### config.mk
export PLATFORM = sky130hd
export DESIGN_NAME = dct_block_buffer
export DESIGN_NICKNAME = d
export VERILOG_FILES = /design/src/rtl/dct_types_pkg.sv /design/src/rtl/dct_const_pkg.sv /design/src/rtl/dct_block_buffer.sv
export SDC_FILE = /design/constraint.sdc
export NUM_CORES = 2
export LEC_CHECK = 0
export ABC_AREA = 1
export BUFFER_PORTS_ARGS = -buffer_cell sky130_fd_sc_hd__buf_2
export CAP_MARGIN = 0
export CORE_MARGIN = 2
export CORE_UTILIZATION = 40
export CTS_CLUSTER_DIAMETER = 50
export DETAILED_ROUTE_END_ITERATION = 10
export SKIP_CTS_REPAIR_TIMING = 1
export SYNTH_ARGS = -nofsm -noshare
export SYNTH_HDL_FRONTEND = slang
export SYNTH_SLANG_ARGS = --single-unit
export TNS_END_PERCENT = 5
### constraint.sdc
create_clock -name clk -period 5.3 [get_ports clk]
set_input_delay 0.795 -clock clk [delete_from_list [all_inputs] [get_ports clk]]
set_output_delay 0.795 -clock clk [all_outputs]
set_load 0.01 [all_outputs]
### src/rtl/dct_types_pkg.sv
package dct_types_pkg;

    // ==================================================================
    // Field widths
    // ==================================================================
    localparam int WORD_W   = 32;
    localparam int SAMPLE_W = 16;
    localparam int COS_W    = 16;  // Q1.14 cosine
    localparam int CPROD_W  = 30;  // cos x cos, magnitude up to 2^28
    localparam int ACC_W    = 50;  // 64 terms of sample x cos x cos
    localparam int ADDR_W   = 6;
    localparam int IDX_W    = 5;   // Angle index in units of pi/16

    typedef logic        [WORD_W-1:0]   word_t;
    typedef logic signed [SAMPLE_W-1:0] sample_t;
    typedef logic signed [COS_W-1:0]    cos_t;
    typedef logic signed [ACC_W-1:0]    acc_t;
    typedef logic        [ADDR_W-1:0]   addr_t;

    // Normalization class of an output coefficient
    typedef enum logic [1:0] {
        SCALE_SEL_DC    = 2'd0,  // i == 0 and j == 0
        SCALE_SEL_EDGE  = 2'd1,  // exactly one of i, j is 0
        SCALE_SEL_INNER = 2'd2
    } scale_sel_e;

    // One MAC term as issued by the sequencer
    typedef struct packed {
        logic             valid;
        logic             first;      // col == 0 and row == 0
        logic             last;       // col == 7 and row == 7
        logic [IDX_W-1:0] cos_a_idx;
        logic [IDX_W-1:0] cos_b_idx;
        scale_sel_e       scale_sel;
        addr_t            out_addr;   // 8*i + j
    } mac_term_t;

    typedef struct packed {
        logic  valid;
        logic  last;       // Final coefficient of the block
        addr_t out_addr;
        word_t value;
    } mac_result_t;

endpackage

### src/rtl/dct_const_pkg.sv
package dct_const_pkg;

    // ==================================================================
    // Block geometry
    // ==================================================================
    localparam int BLOCK_DIM   = 8;
    localparam int BLOCK_WORDS = BLOCK_DIM * BLOCK_DIM;

    // ==================================================================
    // Cosine table, entry k = round(16384 * cos(k*pi/16))
    // ==================================================================
    // Every angle of the 8-point DCT is a multiple of pi/16, so the
    // index (2k+1)u mod 32 covers one full turn
    localparam dct_types_pkg::cos_t COS_LUT [0:31] = '{
        16'sd16384,  16'sd16069,  16'sd15137,  16'sd13623,   // 0..3
        16'sd11585,  16'sd9102,   16'sd6270,   16'sd3196,    // 4..7
        16'sd0,     -16'sd3196,  -16'sd6270,  -16'sd9102,    // 8..11
       -16'sd11585, -16'sd13623, -16'sd15137, -16'sd16069,   // 12..15
       -16'sd16384, -16'sd16069, -16'sd15137, -16'sd13623,   // 16..19
       -16'sd11585, -16'sd9102,  -16'sd6270,  -16'sd3196,    // 20..23
        16'sd0,      16'sd3196,   16'sd6270,   16'sd9102,    // 24..27
        16'sd11585,  16'sd13623,  16'sd15137,  16'sd16069    // 28..31
    };

    // ==================================================================
    // Output scaling
    // ==================================================================
    // Applied as (acc * scale) >>> SCALE_SHIFT. The cos x cos product
    // carries 2^28, so 2^43 = 2^28 * 2^15 leaves scale/32768
    localparam int SCALE_DC    = 4096;  // 1/8
    localparam int SCALE_EDGE  = 5793;  // 1/(4*sqrt(2))
    localparam int SCALE_INNER = 8192;  // 1/4
    localparam int SCALE_SHIFT = 43;

endpackage

### src/rtl/dct_block_buffer.sv
`timescale 1ns/1ps

module dct_block_buffer #(
    parameter type payload_t = dct_types_pkg::word_t
) (
    input  logic                 clk,
    input  logic                 wr_en_i,
    input  dct_types_pkg::addr_t wr_addr_i,
    input  payload_t             wr_data_i,
    input  dct_types_pkg::addr_t rd_addr_i,
    output payload_t             rd_data_o
);
    import dct_const_pkg::*;

    payload_t mem [BLOCK_WORDS];

    // Write lands at the edge, read data follows one cycle later
    always_ff @(posedge clk) begin
        if (wr_en_i) begin
            mem[wr_addr_i] <= wr_data_i;
        end
        rd_data_o <= mem[rd_addr_i];
    end

endmodule

==> results.py <==
metrics = {
    "worst_setup_path": {
        "ff2ff_path_depth": 8,
        "crit_top_cell": "nand3_1",
        "crit_type": "in -> reg",
        "cp-end-kind": "flop",
        "cp_cell_sequence": "buf_8, inv_8, buf_12, buf_12, nand3_1, nand3_1, nand3_1, nand3_1, nand2_1, nand2_1, nand2_1",
        "path_depth": 11,
        "crit_family": "buffers and inverters",
        "worst-path-buf-inv": 4,
        "crit_path_max_fanout": 92,
        "worst_setup_path_start_kind": "input port",
        "cp_data_arrival_time_ns": 3.84,
        "cp.required_ns": 6.00,
        "slowest_stage": "inv_8",
        "slowest_delay_ns": 0.63,
    },
    "sta": {
        "slew_viol_final": 0,
        "fmax_mhz": 318.5,
        "post-route-period-util": 0.5925,
        "worstMarginPinSlew_ns": 1.174,
        "fin_ws_ns": 2.160,
        "finClkSkew_ns": 0.03511,
        "final_hold_viol_count": 0,
        "hold_ws_ns": 0.3111,
        "finalSetupViolCount": 0,
        "fin_crit_ns": 3.140,
        "fin_tns_setup_ns": 0,
        "rsz0062_at_grt": "false",
        "max_slew_margin": 0.2155,
    },
    "floorplan": {
        "initial_core_util": 0.4032,
        "die_y_um": 458.8,
        "row_count": 166,
        "die_area_mm2": 0.2105,
        "ios": 78,
        "die_w_um": 458.8,
        "core_area_mm2": 0.2052,
    },
    "synth": {
        "synth-edff-count": 2048,
        "ys_async_sr_fraction": 0,
        "synth_fa_ha_area_frac": 0,
        "yosysTopAreaCell": "edfxtp_1",
        "synth_area_mm2": 0.08274,
        "synthXorXnorAreaFrac": 0,
        "syn_inst": 6769,
        "synth.area.top_cells": "edfxtp_1, nand3_1, nand2_1",
        "post-synth-top-count-cell": "nand2_1",
        "muxShareOfSynthArea": 0,
        "synthTopCellsByCount": "nand2_1, edfxtp_1, nand3_1",
        "ys_seq_area_frac": 0.7510,
        "yosys_warnings": 0,
        "syn_nets": 6815,
        "synth-simple-area-share": 0.2212,
        "ys_ff_latch": 2080,
        "ys.flop_type": "edfxtp_1",
        "synth_compound_area_frac": 0,
        "synth_top_area_frac": 0.7433,
        "syn_avg_cell_area_um2": 12.22,
        "synth_top_family_by_area": "simple AND/OR/NAND/NOR gates",
        "synth_cell_types": 16,
    },
    "routing": {
        "drtIter0Drc": 6942,
        "first_pass_iters": 6,
        "viasPerCell": 5.605,
        "vias": 54160,
        "drc": 0,
        "drt-wirelength-per-cell_um": 25.57,
        "ant_nets": 0,
        "drt-total-wl_um": 247100,
    },
    "clock_network": {
        "cts_tree": "done",
        "insertion_delay_ns": 0.86,
        "cts_root_buf": "clkbuf_16",
        "cts_buffers": 210,
        "path_clk_slew_ns": 0.06,
        "clock_sinks": 2080,
        "h-tree-depth": 4,
        "clk_path_buf_depth": 3,
    },
    "global_route": {
        "grt_pass1_vias": 50960,
        "grt_max_degree": 167,
        "grt_antenna_before_repair": 23,
        "grt.total_usage": 0.2304,
        "grt_overflow": 0,
        "grt_pass1_wl_um": 355800,
    },
    "finish": {
        "area_delta_synth_final_pct": 12.75,
        "drive_gt1_frac": 0.09065,
        "nets": 6825,
        "fin_util": 0.4546,
        "fill_cells": 18090,
    },
    "power_and_ir_drop": {
        "swShare": 0.2295,
        "p_leak_nw": 32.55,
        "p_per_area_mw_per_mm2": 378.8,
        "power.share.combinational": 0.061,
        "seq_power_share": 0.519,
        "p_sw_mw": 8.111,
        "ir_drop_mv": 0.3294,
        "internal-power_mw": 27.23,
        "clkPwrFrac": 0.420,
    },
    "place": {
        "routabilityCongestion": 0.8340,
        "portBuffers": 77,
        "dp_hpwl_um": 130500,
        "pre_cts_slack_ns": 1.354,
    },
    "min_path": {
        "hold_class": "in -> reg",
        "hold_path_depth": 1,
    },
    "run_status": {
        "status": "finished clean",
    },
    "run": {
        "drv_cap": 0,
    },
}
[cell families (layout without fill, tap and decap cells)]
family / Yosys count / count (layout)
other: 0 / 14
flip-flops: 2080 / 2080
AND/OR/NAND/NOR: 4228 / 4228
buffers and inverters: 461 / 653
[routing by layer]
metal	vias up	wire (um)	part of all wire	global-route usage
li1	24180	-	-	-
met1	27060	101600	0.41	0.3198
met2	2497	113400	0.46	0.3558
met3	419	20040	0.081	0.03493
met4	8	11990	0.049	0.1114
met5	-	56	0.00023	0
[layout make-up]
| class | instances | area (um2) | share of cell area |
|---|---|---|---|
| timing repair buffer | 247 | 2016 | 0.02161 |
| inverter | 12 | 82.58 | 0.0008852 |
| tap | 2688 | 3363 | 0.03605 |
| clock inverter | 137 | 1323 | 0.01418 |
| sequential | 2080 | 62140 | 0.6661 |
| clock buffer | 257 | 5557 | 0.05957 |
| multi-input combinational | 4228 | 18770 | 0.2012 |
| antenna | 14 | 35.03 | 0.0003756 |
[power groups by stage]
| stage | Sequential [mW] | Combinational (mW) | Clock, mW |
|---|---|---|---|
| 6_report | 18.3 | 2.15 | 14.9 |
| 4_1_cts | 18.3 | 2.14 | 15.0 |
| 3_5_place_dp | 18.7 | 2.14 | 0 |
| 3_3_place_gp | 18.7 | 2.12 | 0 |
| 5_1_grt | 18.3 | 2.31 | 15.6 |
| 2_1_floorplan | 18.6 | 1.12 | 0 |
[registers in the layout (all words and copies together), names as in the netlist]
signal     flops
rd_data_o     32
mem         2048
[cells in the final DEF, fill, tap and decap left out, types with 32 or more instances in the layout]
cell       netlist  routed
buf_2          282      66
buf_4           45     153
clkbuf_1        77      39
clkbuf_16        0     214
clkinv_1         0      40
clkinv_2         0      51
dfxtp_1         32      32
edfxtp_1      2048    2048
nand2_1       2248    2248
nand3_1       1907    1907
nor2_4           0      56
[worst paths after layout]
check	startpoint	end	slack, ns
worst max register to register	mem[3][3]	rd_data_o[3]	3.43
worst min-delay path	wr_data_i[6]	mem[39][6]	0.31
worst min register to register	mem[12][19]	rd_data_o[19]	0.81
worst max-delay path	rd_addr_i[1]	rd_data_o[3]	2.16
[per-stage QoR]
| step | cells | power (mW) | instance area [um2] |
|---|---|---|---|
| floorplan | 6769 | 19.72 | 82740 |
| global placement | 9255 | 20.80 | 86370 |
| detailed placement | 9255 | 20.82 | 86370 |
| CTS | 9649 | 35.46 | 93250 |
| global route | 9653 | 36.26 | 93260 |
| finish | 9663 | 35.34 | 93280 |
No activity file was read; power rests on OpenSTA's default activity.
