[src/rtl/dct_types_pkg.sv]
package dct_types_pkg;

    // ==================================================================
    // Field widths
    // ==================================================================
    localparam int WORD_W   = 32;
    localparam int SAMPLE_W = 16;
    localparam int COS_W    = 16;  // Q1.14 cosine
    localparam int CPROD_W  = 30;  // cos x cos, magnitude up to 2^28
    localparam int ACC_W    = 50;  // 64 terms of sample x cos x cos
    localparam int ADDR_W   = 6;
    localparam int IDX_W    = 5;   // Angle index in units of pi/16

    typedef logic        [WORD_W-1:0]   word_t;
    typedef logic signed [SAMPLE_W-1:0] sample_t;
    typedef logic signed [COS_W-1:0]    cos_t;
    typedef logic signed [ACC_W-1:0]    acc_t;
    typedef logic        [ADDR_W-1:0]   addr_t;

    // Normalization class of an output coefficient
    typedef enum logic [1:0] {
        SCALE_SEL_DC    = 2'd0,  // i == 0 and j == 0
        SCALE_SEL_EDGE  = 2'd1,  // exactly one of i, j is 0
        SCALE_SEL_INNER = 2'd2
    } scale_sel_e;

    // One MAC term as issued by the sequencer
    typedef struct packed {
        logic             valid;
        logic             first;      // col == 0 and row == 0
        logic             last;       // col == 7 and row == 7
        logic [IDX_W-1:0] cos_a_idx;
        logic [IDX_W-1:0] cos_b_idx;
        scale_sel_e       scale_sel;
        addr_t            out_addr;   // 8*i + j
    } mac_term_t;

    typedef struct packed {
        logic  valid;
        logic  last;       // Final coefficient of the block
        addr_t out_addr;
        word_t value;
    } mac_result_t;

endpackage

[src/rtl/dct_const_pkg.sv]
package dct_const_pkg;

    // ==================================================================
    // Block geometry
    // ==================================================================
    localparam int BLOCK_DIM   = 8;
    localparam int BLOCK_WORDS = BLOCK_DIM * BLOCK_DIM;

    // ==================================================================
    // Cosine table, entry k = round(16384 * cos(k*pi/16))
    // ==================================================================
    // Every angle of the 8-point DCT is a multiple of pi/16, so the
    // index (2k+1)u mod 32 covers one full turn
    localparam dct_types_pkg::cos_t COS_LUT [0:31] = '{
        16'sd16384,  16'sd16069,  16'sd15137,  16'sd13623,   // 0..3
        16'sd11585,  16'sd9102,   16'sd6270,   16'sd3196,    // 4..7
        16'sd0,     -16'sd3196,  -16'sd6270,  -16'sd9102,    // 8..11
       -16'sd11585, -16'sd13623, -16'sd15137, -16'sd16069,   // 12..15
       -16'sd16384, -16'sd16069, -16'sd15137, -16'sd13623,   // 16..19
       -16'sd11585, -16'sd9102,  -16'sd6270,  -16'sd3196,    // 20..23
        16'sd0,      16'sd3196,   16'sd6270,   16'sd9102,    // 24..27
        16'sd11585,  16'sd13623,  16'sd15137,  16'sd16069    // 28..31
    };

    // ==================================================================
    // Output scaling
    // ==================================================================
    // Applied as (acc * scale) >>> SCALE_SHIFT. The cos x cos product
    // carries 2^28, so 2^43 = 2^28 * 2^15 leaves scale/32768
    localparam int SCALE_DC    = 4096;  // 1/8
    localparam int SCALE_EDGE  = 5793;  // 1/(4*sqrt(2))
    localparam int SCALE_INNER = 8192;  // 1/4
    localparam int SCALE_SHIFT = 43;

endpackage

[src/rtl/dct_ctrl.sv]
`timescale 1ns/1ps

module dct_ctrl (
    input  logic                   clk,
    input  logic                   rst,
    input  dct_types_pkg::word_t   in_data_i,
    input  logic                   in_empty_n_i,
    output logic                   in_read_o,
    output logic                   smp_wr_en_o,
    output dct_types_pkg::addr_t   smp_wr_addr_o,
    output dct_types_pkg::sample_t smp_wr_data_o,
    output logic                   calc_start_o,
    input  logic                   calc_done_i,
    output dct_types_pkg::addr_t   res_rd_addr_o,
    input  dct_types_pkg::word_t   res_rd_data_i,
    output dct_types_pkg::word_t   out_data_o,
    output logic                   out_last_o,
    input  logic                   out_full_n_i,
    output logic                   out_write_o
);
    import dct_types_pkg::*;
    import dct_const_pkg::*;

    typedef enum logic [2:0] {
        ST_IDLE, ST_LOAD, ST_CALC, ST_WRITE, ST_FINISH
    } state_t;

    state_t state;
    addr_t  load_cnt;   // Samples accepted
    addr_t  out_cnt;    // Result presented on out_data_o
    logic   out_vld;    // res_rd_data_i holds result out_cnt
    logic   in_xfer;
    logic   out_fire;

    assign in_read_o = (state == ST_LOAD);
    assign in_xfer   = in_read_o && in_empty_n_i;

    assign smp_wr_en_o   = in_xfer;
    assign smp_wr_addr_o = load_cnt;
    assign smp_wr_data_o = sample_t'(in_data_i[SAMPLE_W-1:0]);  // Low half only

    // Output word stays put while the address is held
    assign out_write_o   = out_vld && out_full_n_i;
    assign out_fire      = out_write_o;
    assign out_last_o    = out_fire && out_cnt == addr_t'(BLOCK_WORDS - 1);
    assign out_data_o    = res_rd_data_i;
    assign res_rd_addr_o = out_fire ? out_cnt + addr_t'(1) : out_cnt;  // Prefetch

    always_ff @(posedge clk or posedge rst) begin
        if (rst) begin
            state        <= ST_IDLE;
            load_cnt     <= '0;
            out_cnt      <= '0;
            out_vld      <= 1'b0;
            calc_start_o <= 1'b0;
        end else begin
            calc_start_o <= 1'b0;
            case (state)
                ST_IDLE: begin
                    load_cnt <= '0;
                    out_cnt  <= '0;
                    if (in_empty_n_i) state <= ST_LOAD;
                end
                ST_LOAD: begin
                    if (in_xfer) begin
                        load_cnt <= load_cnt + addr_t'(1);
                        if (load_cnt == addr_t'(BLOCK_WORDS - 1)) begin
                            calc_start_o <= 1'b1;
                            state        <= ST_CALC;
                        end
                    end
                end
                ST_CALC: begin
                    if (calc_done_i) begin
                        out_vld <= 1'b1;  // Result 0 is already being read
                        state   <= ST_WRITE;
                    end
                end
                ST_WRITE: begin
                    if (out_fire) begin
                        out_cnt <= out_cnt + addr_t'(1);
                        if (out_last_o) begin
                            out_vld <= 1'b0;
                            state   <= ST_FINISH;
                        end
                    end
                end
                default: state <= ST_IDLE;  // Finish lasts one cycle
            endcase
        end
    end

endmodule

[config.mk]
export PLATFORM = sky130hd
export DESIGN_NAME = dct_ctrl
export DESIGN_NICKNAME = d
export VERILOG_FILES = /design/src/rtl/dct_types_pkg.sv /design/src/rtl/dct_const_pkg.sv /design/src/rtl/dct_ctrl.sv
export SDC_FILE = /design/constraint.sdc
export NUM_CORES = 1
export LEC_CHECK = 0
export BUFFER_PORTS_ARGS = -buffer_cell sky130_fd_sc_hd__buf_4
export CAP_MARGIN = 0
export CORE_MARGIN = 4
export CORE_UTILIZATION = 40
export CTS_CLUSTER_DIAMETER = 50
export DETAILED_ROUTE_END_ITERATION = 8
export HOLD_SLACK_MARGIN = 0.12
export PLACE_DENSITY = 0.92
export SLEW_MARGIN = 20
export SYNTH_ARGS = -nofsm -noshare
export SYNTH_HDL_FRONTEND = slang
export SYNTH_SLANG_ARGS = --single-unit
[constraint.sdc]
create_clock -name clk -period 2.3 [get_ports clk]
set_input_delay 0.46 -clock clk [delete_from_list [all_inputs] [get_ports clk]]
set_output_delay 0.46 -clock clk [all_outputs]
set_load 0.03 [all_outputs]
==> impl_metrics.toml <==
[outcome]
run_status = "completed"

[drt]
via_per_inst = 5.67
drt.antenna.violating_nets = 0
dr_total_vias = 1071
drtPass1Iterations = 4
drc = 0
drt-total-wl_mm = 2.66
drt_iter0_drc = 57
avgRoutedWirePerCell_microns = 14.1

[logic_synthesis]
synth_cells = 169
syn-num-nets = 240
synth-seq-area-share_pct = 30.0
synth_cell_types = 38
synth_edf_count = 0
ys_warn_count = 0
synth_top_flop_cell = "dfrtp_1"
ys_seq_elements = 17
syn_avg_cell_area_sq_um = 8.40
netlist_area_sq_um = 1420
synthArstFlopShare_pct = 100

[clocking]
cts_root_buf = "clkbuf_4"
hold_buffers = 0
clk_path_buf_depth = 2
worstSkewPairLatency_ns = 0.29
cts_buffers = 3
cts_tree = "done"
post-cts-setup-buffer-count = 0
cts-htree-levels = 1
clk_pin_slew_worst_paths_ns = 0.10
clock_sinks = 17
cts_resized = 0

[pwr]
pwr-share-comb_pct = 52.5
power.share.switching_pct = 48.1
p_leak_nw = 0.614
switchingPower_w = 0.000665
power.share.sequential_pct = 35.7
irDropWorstVdd_mv = 0.555
p_clk_share_pct = 11.8
intPower_w = 0.000717
power.density_nw_per_um2 = 1070

[setup_path]
cp.required_ns = 1.84
crit_path_cell_trace = "ha_1 -> nand3_1 -> nor2_1 -> xor2_1 -> buf_4"
cp-end-kind = "output pin"
cpMaxStageDelayCell = "dfrtp_1"
path_class = "reg -> out"
path_max_fanout = 6
cp-start-kind = "flop"
max_stage_delay_ns = 0.45
worstPathArrival_ns = 1.64

[sta]
slew_headroom_pct = 55.9
setup_tns_ns = 0
finClkSkew_ns = 0.00261
max_freq_ghz = 0.477
setup_viol = 0
rsz0062_at_grt = "false"
period_needed_ns = 2.10
hold_viol = 0
drv_slew = 0
tightest_slew_ns = 0.660
fin_crit_sh_pct = 91.1

[floorplan]
die_width_microns = 67.6
die_area_sq_um = 4560
pin_count = 134
start_util_pct = 41.9
fp.dieH_microns = 67.6
rows = 21
core_area_sq_um = 3390

[global_routing]
antenna_found_initial = 0
grt_util_all_layers_pct = 12.1
grt_pass1_vias = 947
gr-total-overflow = 0
grt_max_degree = 19
grt_pass1_wl_mm = 4.33

[cells_and_area]
synthToLayoutAreaGrowth_pct = -8.55
fin_nets = 215
final_cell_mix = "25 x buf_4, 17 x dfrtp_1, 10 x nand3_1"
fillerInstances = 363
finish.instance_area_sq_um = 1300
fin_util_pct = 38.3
drive_gt1_share_pct = 20.3
final_common_cell = "buf_4"
antenna_cells = 0

[flow_run]
max_cap_viol_count = 0

[placement]
place.gp.congestion = 0.811
portBuffers = 21
hpwl_mm = 1.92
placed_area_sq_um = 1270

[worst_hold_path]
min_path_type = "in -> async"
[cells by family (layout without fill, tap and decap cells)]
logic type | count (synthesis) | after routing | synth area share, %
flip-flops | 17 | 17 | 30.0
adder cells (fa/ha/maj) | 2 | 2 | 1.76
AND/OR/NAND/NOR | 49 | 49 | 18.7
XOR/XNOR | 5 | 5 | 3.09
buffers and inverters | 63 | 37 | 29.8
multiplexers | 2 | 2 | 1.41
AO/OA/AOI/OAI | 31 | 31 | 15.3
[final cells by class]
class | instances | area (sq um) | area share (%)
clock buffers | 4 | 26.3 | 2.03
inverters | 8 | 30.0 | 2.31
multi-input cells | 89 | 571 | 44.0
flip-flops and latches | 17 | 425 | 32.8
well taps | 46 | 57.6 | 4.44
repair buffers | 25 | 188 | 14.5
[registers in the layout, summed over array words and instances (netlist names)]
register       count
out_vld            1
calc_start_o       1
state              3
out_cnt            6
smp_wr_addr_o      6
[power groups by stage]
stage | Clock [W] | Combinational [W] | Sequential [W]
final | 0.000163 | 0.000726 | 0.000493
after CTS | 0.000165 | 0.000731 | 0.000492
after global routing | 0.000178 | 0.000792 | 0.000509
after detailed placement | 0 | 0.000726 | 0.000497
after global placement | 0 | 0.000710 | 0.000493
after floorplan | 0 | 0.000580 | 0.000559
[per-layer routing]
layer / share of wire (%) / track usage, % / vias to the layer above
met5: 0 / 0 / -
met4: 0.64 / 3.54 / 0
met3: 7.7 / 3.16 / 4
met2: 46 / 18.8 / 39
met1: 46 / 16.4 / 535
li1: - / - / 493
[path summary, 6_finish.rpt]
check / start / to / slack [ns] / depth (start not counted)
hold reg to reg: smp_wr_addr_o[0] / smp_wr_addr_o[0] / 0.56 / 1
setup / recovery: out_cnt[0] / res_rd_addr_o[4] / 0.20 / 5
min in group clk: in_empty_n_i / smp_wr_addr_o[1] / 0.49 / 3
hold / removal: rst / calc_start_o / 0.26 / 2
setup reg to reg: out_vld / out_cnt[3] / 0.70 / 3
max in group asynchronous: rst / out_cnt[4] / 1.62 / 2
[critical path, delay by kind of cell (launching register included)]
kind | cells | cell delay (ns)
DFF | 1 | 0.45
adders and majority gates | 1 | 0.21
xor gates and xnor gates | 1 | 0.19
and+or+nand+nor | 2 | 0.32
buffers and inverters | 1 | 0.18
[per-stage QoR]
stage          instances  setup WS [ns]  power (W)  hold WS, ns
2_1_floorplan        169          0.367    0.00114        0.386
3_3_place_gp         185          0.501    0.00120        0.545
3_5_place_dp         185          0.499    0.00122        0.540
4_1_cts              189          0.174    0.00139        0.288
5_1_grt              189         0.0515    0.00148        0.313
6_report             189          0.205    0.00138        0.259
[Yosys cell counts, types with 2 or more instances]
master | number | area [sq um]
o221ai_1 | 2 | 17.5
inv_1 | 8 | 30.0
nand2b_1 | 4 | 25.0
nor2_1 | 6 | 22.5
o31ai_1 | 2 | 15.0
ha_1 | 2 | 25.0
o22ai_1 | 2 | 12.5
xnor2_1 | 2 | 17.5
mux2i_1 | 2 | 20.0
a22o_1 | 2 | 17.5
buf_4 | 49 | 368
nand3_1 | 10 | 50.1
xor2_1 | 3 | 26.3
o211ai_1 | 2 | 15.0
nand2_1 | 9 | 33.8
o21ai_0 | 9 | 45.0
nand4_1 | 6 | 37.5
clkbuf_1 | 4 | 15.0
or4_1 | 4 | 30.0
dfrtp_1 | 17 | 425
a21oi_1 | 2 | 10.0
buf_2 | 2 | 10.0
nor3_1 | 2 | 10.0
nor2b_1 | 3 | 18.8
a31oi_1 | 2 | 12.5
(Power assumes the default switching activity.)
