File: config.mk
export PLATFORM = sky130hd
export DESIGN_NAME = dct_mac_pipe
export DESIGN_NICKNAME = d
export VERILOG_FILES = /design/src/rtl/dct_types_pkg.sv /design/src/rtl/dct_const_pkg.sv /design/src/rtl/dct_mac_pipe.sv
export SDC_FILE = /design/constraint.sdc
export NUM_CORES = 2
export LEC_CHECK = 0
export BUFFER_PORTS_ARGS = -buffer_cell sky130_fd_sc_hd__clkbuf_2
export CAP_MARGIN = 5
export CORE_UTILIZATION = 45
export CTS_CLUSTER_DIAMETER = 80
export DETAILED_ROUTE_END_ITERATION = 8
export HOLD_SLACK_MARGIN = 0.02
export SKIP_CTS_REPAIR_TIMING = 1
export SYNTH_ARGS = -nofsm -noshare
export SYNTH_HDL_FRONTEND = slang
export SYNTH_SLANG_ARGS = --single-unit
File: constraint.sdc
create_clock -name clk -period 9.79 [get_ports clk]
set_input_delay 0.4895 -clock clk [delete_from_list [all_inputs] [get_ports clk]]
set_output_delay 0.4895 -clock clk [all_outputs]
set_load 0.01 [all_outputs]
File: src/rtl/dct_types_pkg.sv
package dct_types_pkg;

    // ==================================================================
    // Field widths
    // ==================================================================
    localparam int WORD_W   = 32;
    localparam int SAMPLE_W = 16;
    localparam int COS_W    = 16;  // Q1.14 cosine
    localparam int CPROD_W  = 30;  // cos x cos, magnitude up to 2^28
    localparam int ACC_W    = 50;  // 64 terms of sample x cos x cos
    localparam int ADDR_W   = 6;
    localparam int IDX_W    = 5;   // Angle index in units of pi/16

    typedef logic        [WORD_W-1:0]   word_t;
    typedef logic signed [SAMPLE_W-1:0] sample_t;
    typedef logic signed [COS_W-1:0]    cos_t;
    typedef logic signed [ACC_W-1:0]    acc_t;
    typedef logic        [ADDR_W-1:0]   addr_t;

    // Normalization class of an output coefficient
    typedef enum logic [1:0] {
        SCALE_SEL_DC    = 2'd0,  // i == 0 and j == 0
        SCALE_SEL_EDGE  = 2'd1,  // exactly one of i, j is 0
        SCALE_SEL_INNER = 2'd2
    } scale_sel_e;

    // One MAC term as issued by the sequencer
    typedef struct packed {
        logic             valid;
        logic             first;      // col == 0 and row == 0
        logic             last;       // col == 7 and row == 7
        logic [IDX_W-1:0] cos_a_idx;
        logic [IDX_W-1:0] cos_b_idx;
        scale_sel_e       scale_sel;
        addr_t            out_addr;   // 8*i + j
    } mac_term_t;

    typedef struct packed {
        logic  valid;
        logic  last;       // Final coefficient of the block
        addr_t out_addr;
        word_t value;
    } mac_result_t;

endpackage

File: src/rtl/dct_const_pkg.sv
package dct_const_pkg;

    // ==================================================================
    // Block geometry
    // ==================================================================
    localparam int BLOCK_DIM   = 8;
    localparam int BLOCK_WORDS = BLOCK_DIM * BLOCK_DIM;

    // ==================================================================
    // Cosine table, entry k = round(16384 * cos(k*pi/16))
    // ==================================================================
    // Every angle of the 8-point DCT is a multiple of pi/16, so the
    // index (2k+1)u mod 32 covers one full turn
    localparam dct_types_pkg::cos_t COS_LUT [0:31] = '{
        16'sd16384,  16'sd16069,  16'sd15137,  16'sd13623,   // 0..3
        16'sd11585,  16'sd9102,   16'sd6270,   16'sd3196,    // 4..7
        16'sd0,     -16'sd3196,  -16'sd6270,  -16'sd9102,    // 8..11
       -16'sd11585, -16'sd13623, -16'sd15137, -16'sd16069,   // 12..15
       -16'sd16384, -16'sd16069, -16'sd15137, -16'sd13623,   // 16..19
       -16'sd11585, -16'sd9102,  -16'sd6270,  -16'sd3196,    // 20..23
        16'sd0,      16'sd3196,   16'sd6270,   16'sd9102,    // 24..27
        16'sd11585,  16'sd13623,  16'sd15137,  16'sd16069    // 28..31
    };

    // ==================================================================
    // Output scaling
    // ==================================================================
    // Applied as (acc * scale) >>> SCALE_SHIFT. The cos x cos product
    // carries 2^28, so 2^43 = 2^28 * 2^15 leaves scale/32768
    localparam int SCALE_DC    = 4096;  // 1/8
    localparam int SCALE_EDGE  = 5793;  // 1/(4*sqrt(2))
    localparam int SCALE_INNER = 8192;  // 1/4
    localparam int SCALE_SHIFT = 43;

endpackage

File: src/rtl/dct_mac_pipe.sv
`timescale 1ns/1ps

module dct_mac_pipe (
    input  logic                       clk,
    input  logic                       rst,
    input  dct_types_pkg::mac_term_t   term_i,
    input  dct_types_pkg::sample_t     sample_i,
    output dct_types_pkg::mac_result_t result_o
);
    import dct_types_pkg::*;
    import dct_const_pkg::*;

    cos_t                       cos_a, cos_b;
    logic signed [2*COS_W-1:0]  cos_prod;
    logic signed [15:0]         scale_val;
    logic signed [63:0]         scaled;

    mac_term_t                  s1_term, s2_term, s3_term;
    logic signed [CPROD_W-1:0]  s1_cprod;
    sample_t                    s1_sample;
    acc_t                       s2_prod;
    acc_t                       s3_acc;

    assign cos_a    = COS_LUT[term_i.cos_a_idx];
    assign cos_b    = COS_LUT[term_i.cos_b_idx];
    assign cos_prod = (2*COS_W)'(cos_a) * (2*COS_W)'(cos_b);

    always_comb begin
        case (s3_term.scale_sel)
            SCALE_SEL_DC:   scale_val = 16'(SCALE_DC);
            SCALE_SEL_EDGE: scale_val = 16'(SCALE_EDGE);
            default:        scale_val = 16'(SCALE_INNER);
        endcase
    end

    assign scaled = 64'(s3_acc) * 64'(scale_val);

    // ==================================================================
    // Flags and addresses ride along with the data
    // ==================================================================
    always_ff @(posedge clk or posedge rst) begin
        if (rst) begin
            s1_term  <= '0;
            s2_term  <= '0;
            s3_term  <= '0;
            result_o <= '0;
        end else begin
            s1_term <= term_i;
            s2_term <= s1_term;
            s3_term <= s2_term;
            // Stage 4 emits one coefficient per 64 terms
            result_o.valid    <= s3_term.valid && s3_term.last;
            result_o.last     <= s3_term.valid && s3_term.last
                                 && s3_term.out_addr == addr_t'(BLOCK_WORDS - 1);
            result_o.out_addr <= s3_term.out_addr;
            result_o.value    <= word_t'(scaled >>> SCALE_SHIFT);  // floor
        end
    end

    // ==================================================================
    // Datapath stages 1 to 3
    // ==================================================================
    always_ff @(posedge clk) begin
        s1_cprod  <= cos_prod[CPROD_W-1:0];  // Fits, |cos x cos| <= 2^28
        s1_sample <= sample_i;
        s2_prod   <= acc_t'(s1_cprod) * acc_t'(s1_sample);
        if (s2_term.valid) begin
            s3_acc <= s2_term.first ? s2_prod : s3_acc + s2_prod;
        end
    end

endmodule

==> results.sh <==
export IMPL_setup_viol=0
export IMPL_cp_data_required_time_ps=10280
export IMPL_hp_class="in -> reg"
export IMPL_startpoint="term_i[9]"
export IMPL_syn_area_sq_mm=0.0479
export IMPL_rsz0062_at_grt="no"
export IMPL_die_h_um=328
export IMPL_place_congestion=0.883
export IMPL_port_buffers=78
export IMPL_ys_warn_count=0
export IMPL_worstReg2RegEnd="s2_prod[44]"
export IMPL_avgSynthCellArea_sq_um=9.34
export IMPL_grt_usage_pct=21.1
export IMPL_wirelength_mm=109
export IMPL_min_period_ps=8100
export IMPL_vias_per_cell=5.05
export IMPL_multi_input_area_sq_mm=0.0381
export IMPL_antenna_found_initial=0
export IMPL_cap_violations=0
export IMPL_routedWlPerCell_um=16.6
export IMPL_insertedDiodeCount=0
export IMPL_drive_gt1_share_pct=4.38
export IMPL_rows=119
export IMPL_area_growth_pct=6.37
export IMPL_period_share_pct=82.7
export IMPL_violations="design-rule violations"
export IMPL_cp_start_kind="input port"
export IMPL_synth_cell_type_count=87
export IMPL_ys_seq_area_share_pct=10.2
export IMPL_fin_skew_ps=26.4
export IMPL_hold_violations=0
export IMPL_arrival_ps=8600
export IMPL_fmax_mhz=123
export IMPL_nets=6710
export IMPL_dp_hpwl_mm=91.1
export IMPL_grt_pass1_vias=35400
export IMPL_r2r_start="s1_sample[3]"
export IMPL_cp_max_fo=13
export IMPL_cts_sinks=203
export IMPL_drt_initial_drc_count=1656
export IMPL_n_fill_cell=10100
export IMPL_slew_headroom_pct=17.2
export IMPL_die_x_um=328
export IMPL_vias=33100
export IMPL_critPathKind="in -> reg"
export IMPL_die_area_sq_mm=0.108
export IMPL_synthesis_nets=6704
export IMPL_synth_edff_count=50
export IMPL_clk_pin_slew_worst_paths_ps=60
export IMPL_grt_max_degree=102
export IMPL_h_tree_depth=1
export IMPL_r2r_cells=21
export IMPL_seq_area_sq_mm=0.00487
export IMPL_yosys_most_used_dff="dfxtp_1"
export IMPL_worst_r2r_setup_slack_ps=2090
export IMPL_insertion_delay_ps=620
export IMPL_initial_core_util_pct=45.5
export IMPL_cts_tree="done"
export IMPL_critPathCapture="s1_cprod[29]"
export IMPL_grt_pass1_wl_mm=184
export IMPL_worst_pin_slew_ps=1240
export IMPL_drc=10
export IMPL_synth_seq_cells=203
export IMPL_status="complete, but fails checks"
export IMPL_max_stage_delay_ps=620
export IMPL_clockBufferDepth=3
export IMPL_cts_inserted_buffers=29
export IMPL_async_flop_share_pct=30.0
export IMPL_critPathSlowestCell="o21ai_1"
export IMPL_fin_setup_tns_ps=0
export IMPL_io_pins=79
export IMPL_dr_pass1_iters=7
export IMPL_critPathCaptureType="flop"
export IMPL_ant_nets=0
export IMPL_cpMostUsedCell="fa_1"
export IMPL_overflow=0
export IMPL_core_area_sq_mm=0.105
export IMPL_cts_root_buf="clkbuf_16"
export IMPL_slew_viol_final=0
export IMPL_synth_cells=5134
==> final cells by class <==
| class | instances | share of cell area [%] |
|---|---|---|
| inverters | 1150 | 8.46 |
| clock inverters | 15 | 0.358 |
| clock buffers | 39 | 1.62 |
| repair buffers | 150 | 1.94 |
| multi-input cells | 3606 | 74.7 |
| well taps | 1391 | 3.41 |
| flip-flops and latches | 203 | 9.55 |
==> stage by stage <==
| stage | cells | hold slack [ps] | utilization, % | area [sq um] | setup slack [ps] |
|---|---|---|---|---|---|
| finish | 6554 | 47.6 | 48.4 | 51000 | 1690 |
| global route | 6554 | 43.6 | 48.4 | 51000 | 1250 |
| CTS | 6530 | -81.0 | 48.2 | 50800 | 1760 |
| detailed placement | 6476 | 335 | 47.2 | 49800 | 1120 |
| global placement | 6476 | 332 | 47.2 | 49800 | 1200 |
| floorplan | 5134 | 331 | - | 47900 | 1830 |
==> cell usage in the layout (no fill, tap or decap), types with 24 or more instances in the layout <==
| master | Yosys | routed |
|---|---|---|
| inv_1 | 1148 | 1147 |
| fa_1 | 948 | 948 |
| ha_1 | 583 | 583 |
| nand2_1 | 469 | 469 |
| and2_1 | 317 | 317 |
| nor2_1 | 247 | 247 |
| a21oi_1 | 168 | 168 |
| o21ai_0 | 131 | 130 |
| xnor2_1 | 111 | 111 |
| dfxtp_1 | 92 | 92 |
| clkbuf_2 | 0 | 78 |
| nor2b_1 | 75 | 74 |
| a21o_1 | 74 | 74 |
| nand2b_1 | 60 | 60 |
| dfrtp_1 | 61 | 58 |
| xor2_1 | 50 | 50 |
| edfxtp_1 | 50 | 50 |
| buf_4 | 11 | 48 |
| o21a_1 | 36 | 36 |
| o21bai_1 | 30 | 30 |
| clkbuf_16 | 0 | 30 |
| nand3_1 | 27 | 27 |
| a211oi_1 | 26 | 26 |
| nor3_1 | 24 | 24 |
| dlygate4sd3_1 | 0 | 24 |
==> worst max-delay path: cells and delay by family <==
| family | cells | cell delay [ps] |
|---|---|---|
| and+or+nand+nor | 4 | 680 |
| adders and majority gates | 8 | 3720 |
| AOI/OAI and AO/OA | 10 | 2680 |
| xor gates and xnor gates | 1 | 80 |
| buffers and inverters | 7 | 930 |
==> worst min path at each step <==
stage,startpoint,endpoint,slack [ps],cells past startpoint
global route,sample_i[11],s1_sample[11],40,1
detailed placement,s1_term[20],s2_term[20],330,0
finish,sample_i[11],s1_sample[11],50,1
CTS,sample_i[3],s1_sample[3],-80,1
floorplan,s1_term[0],s2_term[0],330,0
global placement,s2_term[5],s3_term[5],330,0
==> logic make-up (layout without fill, tap and decap cells) <==
family	Yosys count	after routing	share of synthesized area [%]
AND/OR/NAND/NOR	1289	1289	13.1
XOR/XNOR	161	161	2.94
flip-flops	203	203	10.2
adder cells (fa/ha/maj)	1531	1531	54.8
other	1	1	0.00782
multiplexers	12	12	0.297
buffers and inverters	1325	1354	10.5
AO/OA/AOI/OAI	612	612	8.29
==> Yosys cell counts, drive strengths merged, types with 9 or more instances <==
cell / number / share of area (%)
inv: 1148 / 9.0
fa: 948 / 40
ha: 583 / 15
nand2: 469 / 3.7
and2: 318 / 4.2
nor2: 247 / 1.9
a21oi: 169 / 1.8
clkbuf: 159 / 1.2
o21ai: 152 / 1.6
xnor2: 111 / 2.0
dfxtp: 92 / 3.8
a21o: 76 / 1.2
nor2b: 75 / 0.98
dfrtp: 61 / 3.2
nand2b: 60 / 0.78
edfxtp: 50 / 3.1
xor2: 50 / 0.91
o21a: 36 / 0.56
o21bai: 30 / 0.47
a211oi: 29 / 0.49
nand3: 27 / 0.28
nor3: 25 / 0.27
nand4: 21 / 0.27
a31oi: 19 / 0.29
buf: 16 / 0.21
and3: 14 / 0.19
o31ai: 14 / 0.24
o211ai: 12 / 0.22
or2: 11 / 0.14
a211o: 9 / 0.16
==> flip-flops by register name, summed over array words and instances, names as in the netlist <==
name,count
s3_acc,50
s2_prod,46
s1_cprod,30
result_o,29
s1_sample,16
s1_term,11
s2_term,11
s3_term,10
==> layer usage <==
metal  vias up  GRT usage, %  share of wire [%]
li1      15800             -                  -
met1     16400          28.7                 46
met5         -             0                  0
met2       697          36.4                 48
met4         0          4.66                2.2
met3       136          2.02                4.2
Power is not shown: default switching activity piles up to over one toggle a cycle in this logic, so the estimate is an artifact.
