[src/rtl/dct_types_pkg.sv]
package dct_types_pkg;

    // ==================================================================
    // Field widths
    // ==================================================================
    localparam int WORD_W   = 32;
    localparam int SAMPLE_W = 16;
    localparam int COS_W    = 16;  // Q1.14 cosine
    localparam int CPROD_W  = 30;  // cos x cos, magnitude up to 2^28
    localparam int ACC_W    = 50;  // 64 terms of sample x cos x cos
    localparam int ADDR_W   = 6;
    localparam int IDX_W    = 5;   // Angle index in units of pi/16

    typedef logic        [WORD_W-1:0]   word_t;
    typedef logic signed [SAMPLE_W-1:0] sample_t;
    typedef logic signed [COS_W-1:0]    cos_t;
    typedef logic signed [ACC_W-1:0]    acc_t;
    typedef logic        [ADDR_W-1:0]   addr_t;

    // Normalization class of an output coefficient
    typedef enum logic [1:0] {
        SCALE_SEL_DC    = 2'd0,  // i == 0 and j == 0
        SCALE_SEL_EDGE  = 2'd1,  // exactly one of i, j is 0
        SCALE_SEL_INNER = 2'd2
    } scale_sel_e;

    // One MAC term as issued by the sequencer
    typedef struct packed {
        logic             valid;
        logic             first;      // col == 0 and row == 0
        logic             last;       // col == 7 and row == 7
        logic [IDX_W-1:0] cos_a_idx;
        logic [IDX_W-1:0] cos_b_idx;
        scale_sel_e       scale_sel;
        addr_t            out_addr;   // 8*i + j
    } mac_term_t;

    typedef struct packed {
        logic  valid;
        logic  last;       // Final coefficient of the block
        addr_t out_addr;
        word_t value;
    } mac_result_t;

endpackage

[src/rtl/dct_const_pkg.sv]
package dct_const_pkg;

    // ==================================================================
    // Block geometry
    // ==================================================================
    localparam int BLOCK_DIM   = 8;
    localparam int BLOCK_WORDS = BLOCK_DIM * BLOCK_DIM;

    // ==================================================================
    // Cosine table, entry k = round(16384 * cos(k*pi/16))
    // ==================================================================
    // Every angle of the 8-point DCT is a multiple of pi/16, so the
    // index (2k+1)u mod 32 covers one full turn
    localparam dct_types_pkg::cos_t COS_LUT [0:31] = '{
        16'sd16384,  16'sd16069,  16'sd15137,  16'sd13623,   // 0..3
        16'sd11585,  16'sd9102,   16'sd6270,   16'sd3196,    // 4..7
        16'sd0,     -16'sd3196,  -16'sd6270,  -16'sd9102,    // 8..11
       -16'sd11585, -16'sd13623, -16'sd15137, -16'sd16069,   // 12..15
       -16'sd16384, -16'sd16069, -16'sd15137, -16'sd13623,   // 16..19
       -16'sd11585, -16'sd9102,  -16'sd6270,  -16'sd3196,    // 20..23
        16'sd0,      16'sd3196,   16'sd6270,   16'sd9102,    // 24..27
        16'sd11585,  16'sd13623,  16'sd15137,  16'sd16069    // 28..31
    };

    // ==================================================================
    // Output scaling
    // ==================================================================
    // Applied as (acc * scale) >>> SCALE_SHIFT. The cos x cos product
    // carries 2^28, so 2^43 = 2^28 * 2^15 leaves scale/32768
    localparam int SCALE_DC    = 4096;  // 1/8
    localparam int SCALE_EDGE  = 5793;  // 1/(4*sqrt(2))
    localparam int SCALE_INNER = 8192;  // 1/4
    localparam int SCALE_SHIFT = 43;

endpackage

[src/rtl/dct_index_seq.sv]
`timescale 1ns/1ps

module dct_index_seq (
    input  logic                     clk,
    input  logic                     rst,
    input  logic                     start_i,
    output dct_types_pkg::addr_t     rd_addr_o,
    output dct_types_pkg::mac_term_t term_o
);
    import dct_types_pkg::*;
    import dct_const_pkg::*;

    logic             running;
    logic [2:0]       i_cnt, j_cnt, col_cnt, row_cnt;
    logic             row_last, col_last, j_last, i_last;
    logic [IDX_W-1:0] col_odd, row_odd;
    scale_sel_e       scale_sel;

    assign row_last = (row_cnt == 3'(BLOCK_DIM - 1));
    assign col_last = (col_cnt == 3'(BLOCK_DIM - 1));
    assign j_last   = (j_cnt == 3'(BLOCK_DIM - 1));
    assign i_last   = (i_cnt == 3'(BLOCK_DIM - 1));

    assign rd_addr_o = {col_cnt, row_cnt};  // 8*col + row
    assign col_odd   = {1'b0, col_cnt, 1'b1};
    assign row_odd   = {1'b0, row_cnt, 1'b1};

    always_comb begin
        if (i_cnt == 3'd0 && j_cnt == 3'd0) begin
            scale_sel = SCALE_SEL_DC;
        end else if (i_cnt == 3'd0 || j_cnt == 3'd0) begin
            scale_sel = SCALE_SEL_EDGE;
        end else begin
            scale_sel = SCALE_SEL_INNER;
        end
    end

    // ==================================================================
    // Sweep i, j, col, row with row innermost
    // ==================================================================
    always_ff @(posedge clk or posedge rst) begin
        if (rst) begin
            running <= 1'b0;
            i_cnt   <= '0;
            j_cnt   <= '0;
            col_cnt <= '0;
            row_cnt <= '0;
        end else if (start_i) begin
            running <= 1'b1;
            i_cnt   <= '0;
            j_cnt   <= '0;
            col_cnt <= '0;
            row_cnt <= '0;
        end else if (running) begin
            row_cnt <= row_cnt + 3'd1;  // Counters wrap at 8
            if (row_last) begin
                col_cnt <= col_cnt + 3'd1;
                if (col_last) begin
                    j_cnt <= j_cnt + 3'd1;
                    if (j_last) begin
                        i_cnt <= i_cnt + 3'd1;
                        if (i_last) begin
                            running <= 1'b0;  // 4096th term issued
                        end
                    end
                end
            end
        end
    end

    // Registered term lines up with the buffer read data
    always_ff @(posedge clk or posedge rst) begin
        if (rst) begin
            term_o <= '0;
        end else begin
            term_o.valid     <= running;
            term_o.first     <= running && col_cnt == 3'd0 && row_cnt == 3'd0;
            term_o.last      <= running && col_last && row_last;
            term_o.cos_a_idx <= col_odd * IDX_W'(i_cnt);  // mod 32 by width
            term_o.cos_b_idx <= row_odd * IDX_W'(j_cnt);
            term_o.scale_sel <= scale_sel;
            term_o.out_addr  <= {i_cnt, j_cnt};
        end
    end

endmodule

[config.mk]
export PLATFORM = sky130hd
export DESIGN_NAME = dct_index_seq
export DESIGN_NICKNAME = d
export VERILOG_FILES = /design/src/rtl/dct_types_pkg.sv /design/src/rtl/dct_const_pkg.sv /design/src/rtl/dct_index_seq.sv
export SDC_FILE = /design/constraint.sdc
export NUM_CORES = 1
export LEC_CHECK = 0
export ABC_CLOCK_PERIOD_IN_PS = 4200
export CAP_MARGIN = 20
export CORE_MARGIN = 8
export CORE_UTILIZATION = 55
export DETAILED_ROUTE_END_ITERATION = 7
export DONT_BUFFER_PORTS = 1
export PLACE_DENSITY = 0.77
export SKIP_LAST_GASP = 1
export SLEW_MARGIN = 5
export SYNTH_ARGS = -nofsm -noshare
export SYNTH_HDL_FRONTEND = slang
export SYNTH_SLANG_ARGS = --single-unit
[constraint.sdc]
create_clock -name clk -period 4.2 [get_ports clk]
set_input_delay 0.21 -clock clk [delete_from_list [all_inputs] [get_ports clk]]
set_output_delay 0.21 -clock clk [all_outputs]
set_load 0.005 [all_outputs]
==> out/qor.yml, run 1 <==
outcome:
  status: "complete, no violations"
sta:
  finalHoldViolCount: 0
  layout_min_cycle_time_ps: 2390
  fmax_mhz: 418
  rsz0062_at_grt: "false"
  finalHoldWorstSlack_ps: 345
  finClkSkew_ps: 6.74
  worstMarginPinSlew_ps: 511
  period_share_pct: 56.9
  setup_viol: 0
  finalSetupTns_ps: 0
  slew_violations: 0
  relSlewSlack_pct: 65.9
clock_tree:
  path_clk_slew_ps: 100
  cts_setup_buffers: 0
  tritoncts: "yes"
  cts_root_buffer: "clkbuf_4"
  insertion_delay_ps: 320
  cts.path.max_buffers: 2
  numCtsBuffers: 5
  htreeDepth: 2
  clock-sinks: 32
pwr:
  clkPwrFrac_pct: 34.7
  intPower_mw: 0.398
  peakVddDrop_mv: 0.216
  seq_power_share_pct: 61.7
  comb_power_share_pct: 3.6
  p_leak_nw: 0.909
  p_per_area_nw_per_um2: 310
  p_switching_mw: 0.118
  p_sw_share_pct: 22.8
logic_synthesis:
  synth_seq_area_share_pct: 51.3
  synth_most_common_cell: "dfrtp_1"
  synth_cells: 134
  synth_seq_cells: 32
  syn_nets: 160
  synthTopCellsByCount: "32 x dfrtp_1, 19 x nand2_1, 18 x inv_1, 17 x ha_1, 13 x nor2_1"
  ys_async_sr_fraction_pct: 100
  synthDistinctLibCells: 18
  synth-main-ff-cell: "dfrtp_1"
  synth_edf_count: 0
  syn_avg_cell_area_sq_um: 11.6
  yosys-top-cells-area: "dfrtp_1 51%, ha_1 14%, fa_1 7.7%"
  synth_area_sq_um: 1560
  ys_warn_count: 0
  synth_top_area_cell: "dfrtp_1"
  synth_top_area_share_pct: 51.3
drt:
  wl_per_cell_um: 15.1
  ant_nets: 0
  detail_route.vias_per_cell: 5.30
  dr.pass1.iters: 4
  initialDrtViolationCount: 33
  wl_um: 2590
  drc: 0
  num_vias: 912
floorplanning:
  io_pins: 30
  die_h_um: 69.3
  die_x_um: 69.3
  die-area_sq_um: 4800
  initial_core_util_pct: 57.1
  coreArea_sq_um: 2730
  core.rowCount: 19
setup_path:
  cp.arrival_ps: 2640
  crit_slowest_cell: "fa_1"
  critical_path.startpoint_type: "register"
  path_common_cell: "xnor2_1"
  cp_top_family: "adder cells"
  r2r-start: "i_cnt[1]"
  crit_chain: "nand2_1 > fa_1 > inv_1 > ha_1 > fa_1 > xnor2_1 > xnor2_1 > xnor2_1"
  path_buf_inv: 1
  path_class: "register to register"
  crit_path_start: "i_cnt[1]"
  required_ps: 4450
  slowest_delay_ps: 520
  critPathMaxFanout: 8
  end_kind: "register"
placement:
  postPlaceCellArea_sq_um: 1580
  dp_hpwl_um: 1950
  finalWeightedCongestion: 0.771
  portBuffers: 0
  placed_cells: 162
layout:
  ff_latch_area_sq_um: 801
  fin_cells: 172
  layout.nets: 166
  multi_input_area_sq_um: 666
  design_area_sq_um: 1660
  drive_gt1_share_pct: 7.80
  area_delta_synth_final_pct: 6.50
  fill_cells: 218
  diodes: 0
  post-route-util_pct: 60.8
global_route:
  track_usage_pct: 12.5
  grt_antenna_before_repair: 0
  grt_pass1_vias: 1052
  grt_max_degree: 19
  grt_pass1_wl_um: 4890
  overflow: 0
hold_path:
  hp-class: "input pin to asynchronous set/reset pin"
flow_run:
  drv_cap: 0
[cell usage in the layout (no fill, tap or decap)]
master and instances:
a21o_1 1, a21oi_1 2, buf_4 1, clkbuf_4 5, clkbuf_8 1, clkinv_2 2
dfrtp_1 32, dlygate4sd3_1 2, fa_1 6, ha_1 17, inv_1 18, mux2i_1 6
nand2_1 19, nand3_1 2, nand3_2 1, nand4_1 1, nand4_2 1, nand4b_1 1
nor2_1 13, xnor2_1 9, xor2_1 1
[final cells by class]
type	count	share of cell area [%]
repair buffers	3	1.66
flip-flops and latches	32	48.2
clock buffers	6	3.09
multi-input cells	80	40.1
clock inverters	2	0.602
well taps	31	2.33
inverters	18	4.07
[per-layer routing]
layer	track usage, %	wire, um	vias to the layer above	part of all wire, %
met5	0	0	-	0
met4	7.52	84	0	3.2
met3	5.87	206	12	8.0
met2	20.4	1300	28	50
met1	12.7	1000	443	39
li1	-	-	429	-
[path summary, 6_finish.rpt]
| kind | end | slack (ps) | cells after the start |
|---|---|---|---|
| max reg2reg | term_o[17] | 1810 | 8 |
| min reg2reg | term_o[3] | 480 | 0 |
| max | term_o[17] | 1810 | 8 |
| min | i_cnt[1] | 350 | 2 |
| min in group clk | term_o[3] | 480 | 0 |
| max in group asynchronous | term_o[11] | 3230 | 3 |
[sequential cells by signal, summed over array words and instances, names as in the netlist]
signal	count
j_cnt	3
running	1
row_cnt	3
col_cnt	3
term_o	19
i_cnt	3
[through the flow]
| step | total power, mW | setup slack [ps] |
|---|---|---|
| floorplan | 0.336 | 2060 |
| global placement | 0.340 | 2000 |
| detailed placement | 0.341 | 1860 |
| CTS | 0.523 | 1790 |
| global route | 0.541 | 1660 |
| finish | 0.516 | 1810 |
[power by group through the flow]
stage | registers, mW | logic (mW) | clock network, mW
global route | 0.319 | 0.0226 | 0.200
floorplan | 0.322 | 0.0133 | 0
CTS | 0.318 | 0.0197 | 0.185
finish | 0.318 | 0.0187 | 0.179
global placement | 0.324 | 0.0161 | 0
detailed placement | 0.324 | 0.0164 | 0
[kinds of logic after synthesis]
kind of cell | after synthesis | synth area share (%)
mux | 6 | 3.85
flops | 32 | 51.3
fa+ha+maj | 23 | 21.3
compound gates | 3 | 1.12
buf+inv | 22 | 6.01
xor+xnor | 10 | 5.61
simple gates | 38 | 10.7
[timing repair]
action,CTS,global route
hold buffers,2,0
resized for setup,0,0
hold endpoints to repair,27,0
Note: power is estimated with default switching activity, not from simulation.
==> run 2: changes to the inputs <==
--- a/config.mk
+++ b/config.mk
@@ -5,13 +5,13 @@
 export SDC_FILE = /design/constraint.sdc
 export NUM_CORES = 1
 export LEC_CHECK = 0
-export ABC_CLOCK_PERIOD_IN_PS = 4200
+export ABC_CLOCK_PERIOD_IN_PS = 2050
 export CAP_MARGIN = 20
 export CORE_MARGIN = 8
 export CORE_UTILIZATION = 55
 export DETAILED_ROUTE_END_ITERATION = 7
 export DONT_BUFFER_PORTS = 1
-export PLACE_DENSITY = 0.77
+export PLACE_DENSITY = 0.8
 export SKIP_LAST_GASP = 1
 export SLEW_MARGIN = 5
 export SYNTH_ARGS = -nofsm -noshare
==> constraint.sdc (replaced) <==
create_clock -name clk -period 2.05 [get_ports clk]
set_input_delay 0.1025 -clock clk [delete_from_list [all_inputs] [get_ports clk]]
set_output_delay 0.1025 -clock clk [all_outputs]
set_load 0.005 [all_outputs]
==> run 2 against run 1 <==
Effect of this change: the run now ends with negative setup slack left; worst setup slack got worse by 1900 ps; utilization rose by 7.0 points; routed wire length rose by 20%; die area did not move; sequential cell count did not move; hold slack got worse by 65 ps; global-route usage rose by 1.4 points; final area rose by 11%; sequential share of layout area fell by 4.9 points; via count rose by 9.8%; non-clock buffer count rose by 22.
==> out/qor.yml, run 2 (synthesis gave the netlist of run 1 again) <==
sta:
  worst_slack_ps: -65.2
  worstMarginPinSlew_ps: 506
  slew_violations: 0
  fmax_mhz: 473
  setup_viol: 2
  finalHoldWorstSlack_ps: 280
  rsz0062_at_grt: "true"
  layout_min_cycle_time_ps: 2120
  finClkSkew_ps: 9.13
  finalHoldViolCount: 0
  relSlewSlack_pct: 66.2
  period_share_pct: 103
setup_path:
  slowest_delay_ps: 470
  cp.arrival_ps: 2360
  critical_path.startpoint_type: "register"
  critPathMaxFanout: 2
  end_kind: "register"
  required_ps: 2300
  path_class: "register to register"
  path_buf_inv: 1
  crit_chain: "buf_4 > nand2_1 > fa_1 > fa_2 > xor2_2 > xnor2_1 > xnor2_1"
  cp_top_family: "adder cells"
  crit_path_start: "j_cnt[1]"
  ff2ff_path_depth: 7
  worst-path-stages: 7
  crit_slowest_cell: "fa_1"
  path_common_cell: "xnor2_1"
  r2r-start: "j_cnt[1]"
drt:
  initialDrtViolationCount: 36
  wl_per_cell_um: 16.0
  dr.pass1.iters: 4
  detail_route.vias_per_cell: 5.16
  wl_um: 3100
  num_vias: 1001
  drc: 0
  ant_nets: 0
global_route:
  gr-usage-met3_pct: 7.44
  grt_use_met1_pct: 14.2
  track_usage_pct: 13.9
  grt_pass1_wl_um: 5410
  grt_antenna_before_repair: 0
  top_usage_layer: "met2"
  met2_usage_pct: 22.8
  overflow: 0
  grt_pass1_vias: 1125
  grt_max_degree: 33
layout:
  diodes: 0
  drive_gt1_share_pct: 23.9
  top_register: "term_o"
  layout.nets: 188
  fin_cells: 194
  post-route-util_pct: 67.7
  final_cell_mix: "32 x dfrtp_1, 23 x buf_4, 18 x inv_1, 18 x nand2_1, 16 x ha_1"
  largest_reg_flops: 19
  final_common_cell: "dfrtp_1"
  area_delta_synth_final_pct: 18.7
pwr:
  peakVddDrop_mv: 0.550
  p_per_area_nw_per_um2: 576
  p_leak_nw: 1.03
placement:
  portBuffers: 0
  placed_cells: 179
  finalWeightedCongestion: 0.848
  dp_hpwl_um: 2310
  dp_slack_ps: -97.6
clock_tree:
  path_clk_slew_ps: 100
  insertion_delay_ps: 330
  htreeDepth: 2
  tritoncts: "yes"
  cts_root_buffer: "clkbuf_4"
  cts.path.max_buffers: 2
  numCtsBuffers: 5
  clock-sinks: 32
floorplanning:
  die_h_um: 69.3
  coreArea_sq_um: 2730
  die_x_um: 69.3
  io_pins: 30
  core.rowCount: 19
  initial_core_util_pct: 57.1
  die-area_sq_um: 4800
outcome:
  status: "finished with violations"
  violations: "negative setup slack"
hold_path:
  hp-class: "input pin to asynchronous set/reset pin"
flow_run:
  drv_cap: 0
[run 2: cell count changes in the layout (fill, tap and decap cells not counted), sizes merged]
cell  change
buf      +22
[run 2: timing repair]
action                                 in CTS  in global routing
hold buffers                                2                  0
endpoints found under the hold margin      45                  0
gates resized for setup                     1                  1
cloned                                      0                  0
setup buffers                               3                  2
pin swaps                                   3                  2
setup endpoints to repair                   2                  2
[run 2: worst min-delay path, stage by stage]
cell	delay [ps]
dlygate4sd3_1	530
inv_1	60
buf_4	350
[run 2: through the flow]
stage	instance area, sq um	TNS, ps	power [mW]
2_1_floorplan	1580	-31.1	0.688
3_3_place_gp	1720	0	0.704
3_5_place_dp	1720	-147	0.707
4_1_cts	1830	-150	1.08
5_1_grt	1850	-291	1.11
6_report	1850	-121	1.07
[run 2: layer usage]
| metal | vias up | routed length (um) |
|---|---|---|
| met5 | - | 0 |
| met4 | 0 | 66 |
| met3 | 9 | 234 |
| met2 | 26 | 1570 |
| met1 | 494 | 1230 |
| li1 | 472 | - |
[run 2: worst paths after layout]
check	end	slack (ps)
worst max-delay path	term_o[12]	-70
worst min-delay path	i_cnt[1]	280
worst max register to register	term_o[12]	-70
worst min register to register	term_o[3]	550
max in group asynchronous	term_o[9]	1490
min in group clk	term_o[3]	550
[run 2: power by group]
part	switching [mW]	internal [mW]	total, mW
Clock	0.204	0.163	0.367
Sequential	0.00669	0.639	0.646
Combinational	0.0344	0.0202	0.0546
Total	0.245	0.822	1.07
[run 2: cell type report]
class / count / area [sq um]
Multi-Input combinational cell: 80 / 691
Tap cell: 31 / 38.8
Fill cell: 194 / 882
Clock buffer: 6 / 51.3
Sequential cell: 32 / 801
Inverter: 18 / 67.6
Timing Repair Buffer: 25 / 193
Clock inverter: 2 / 10.0
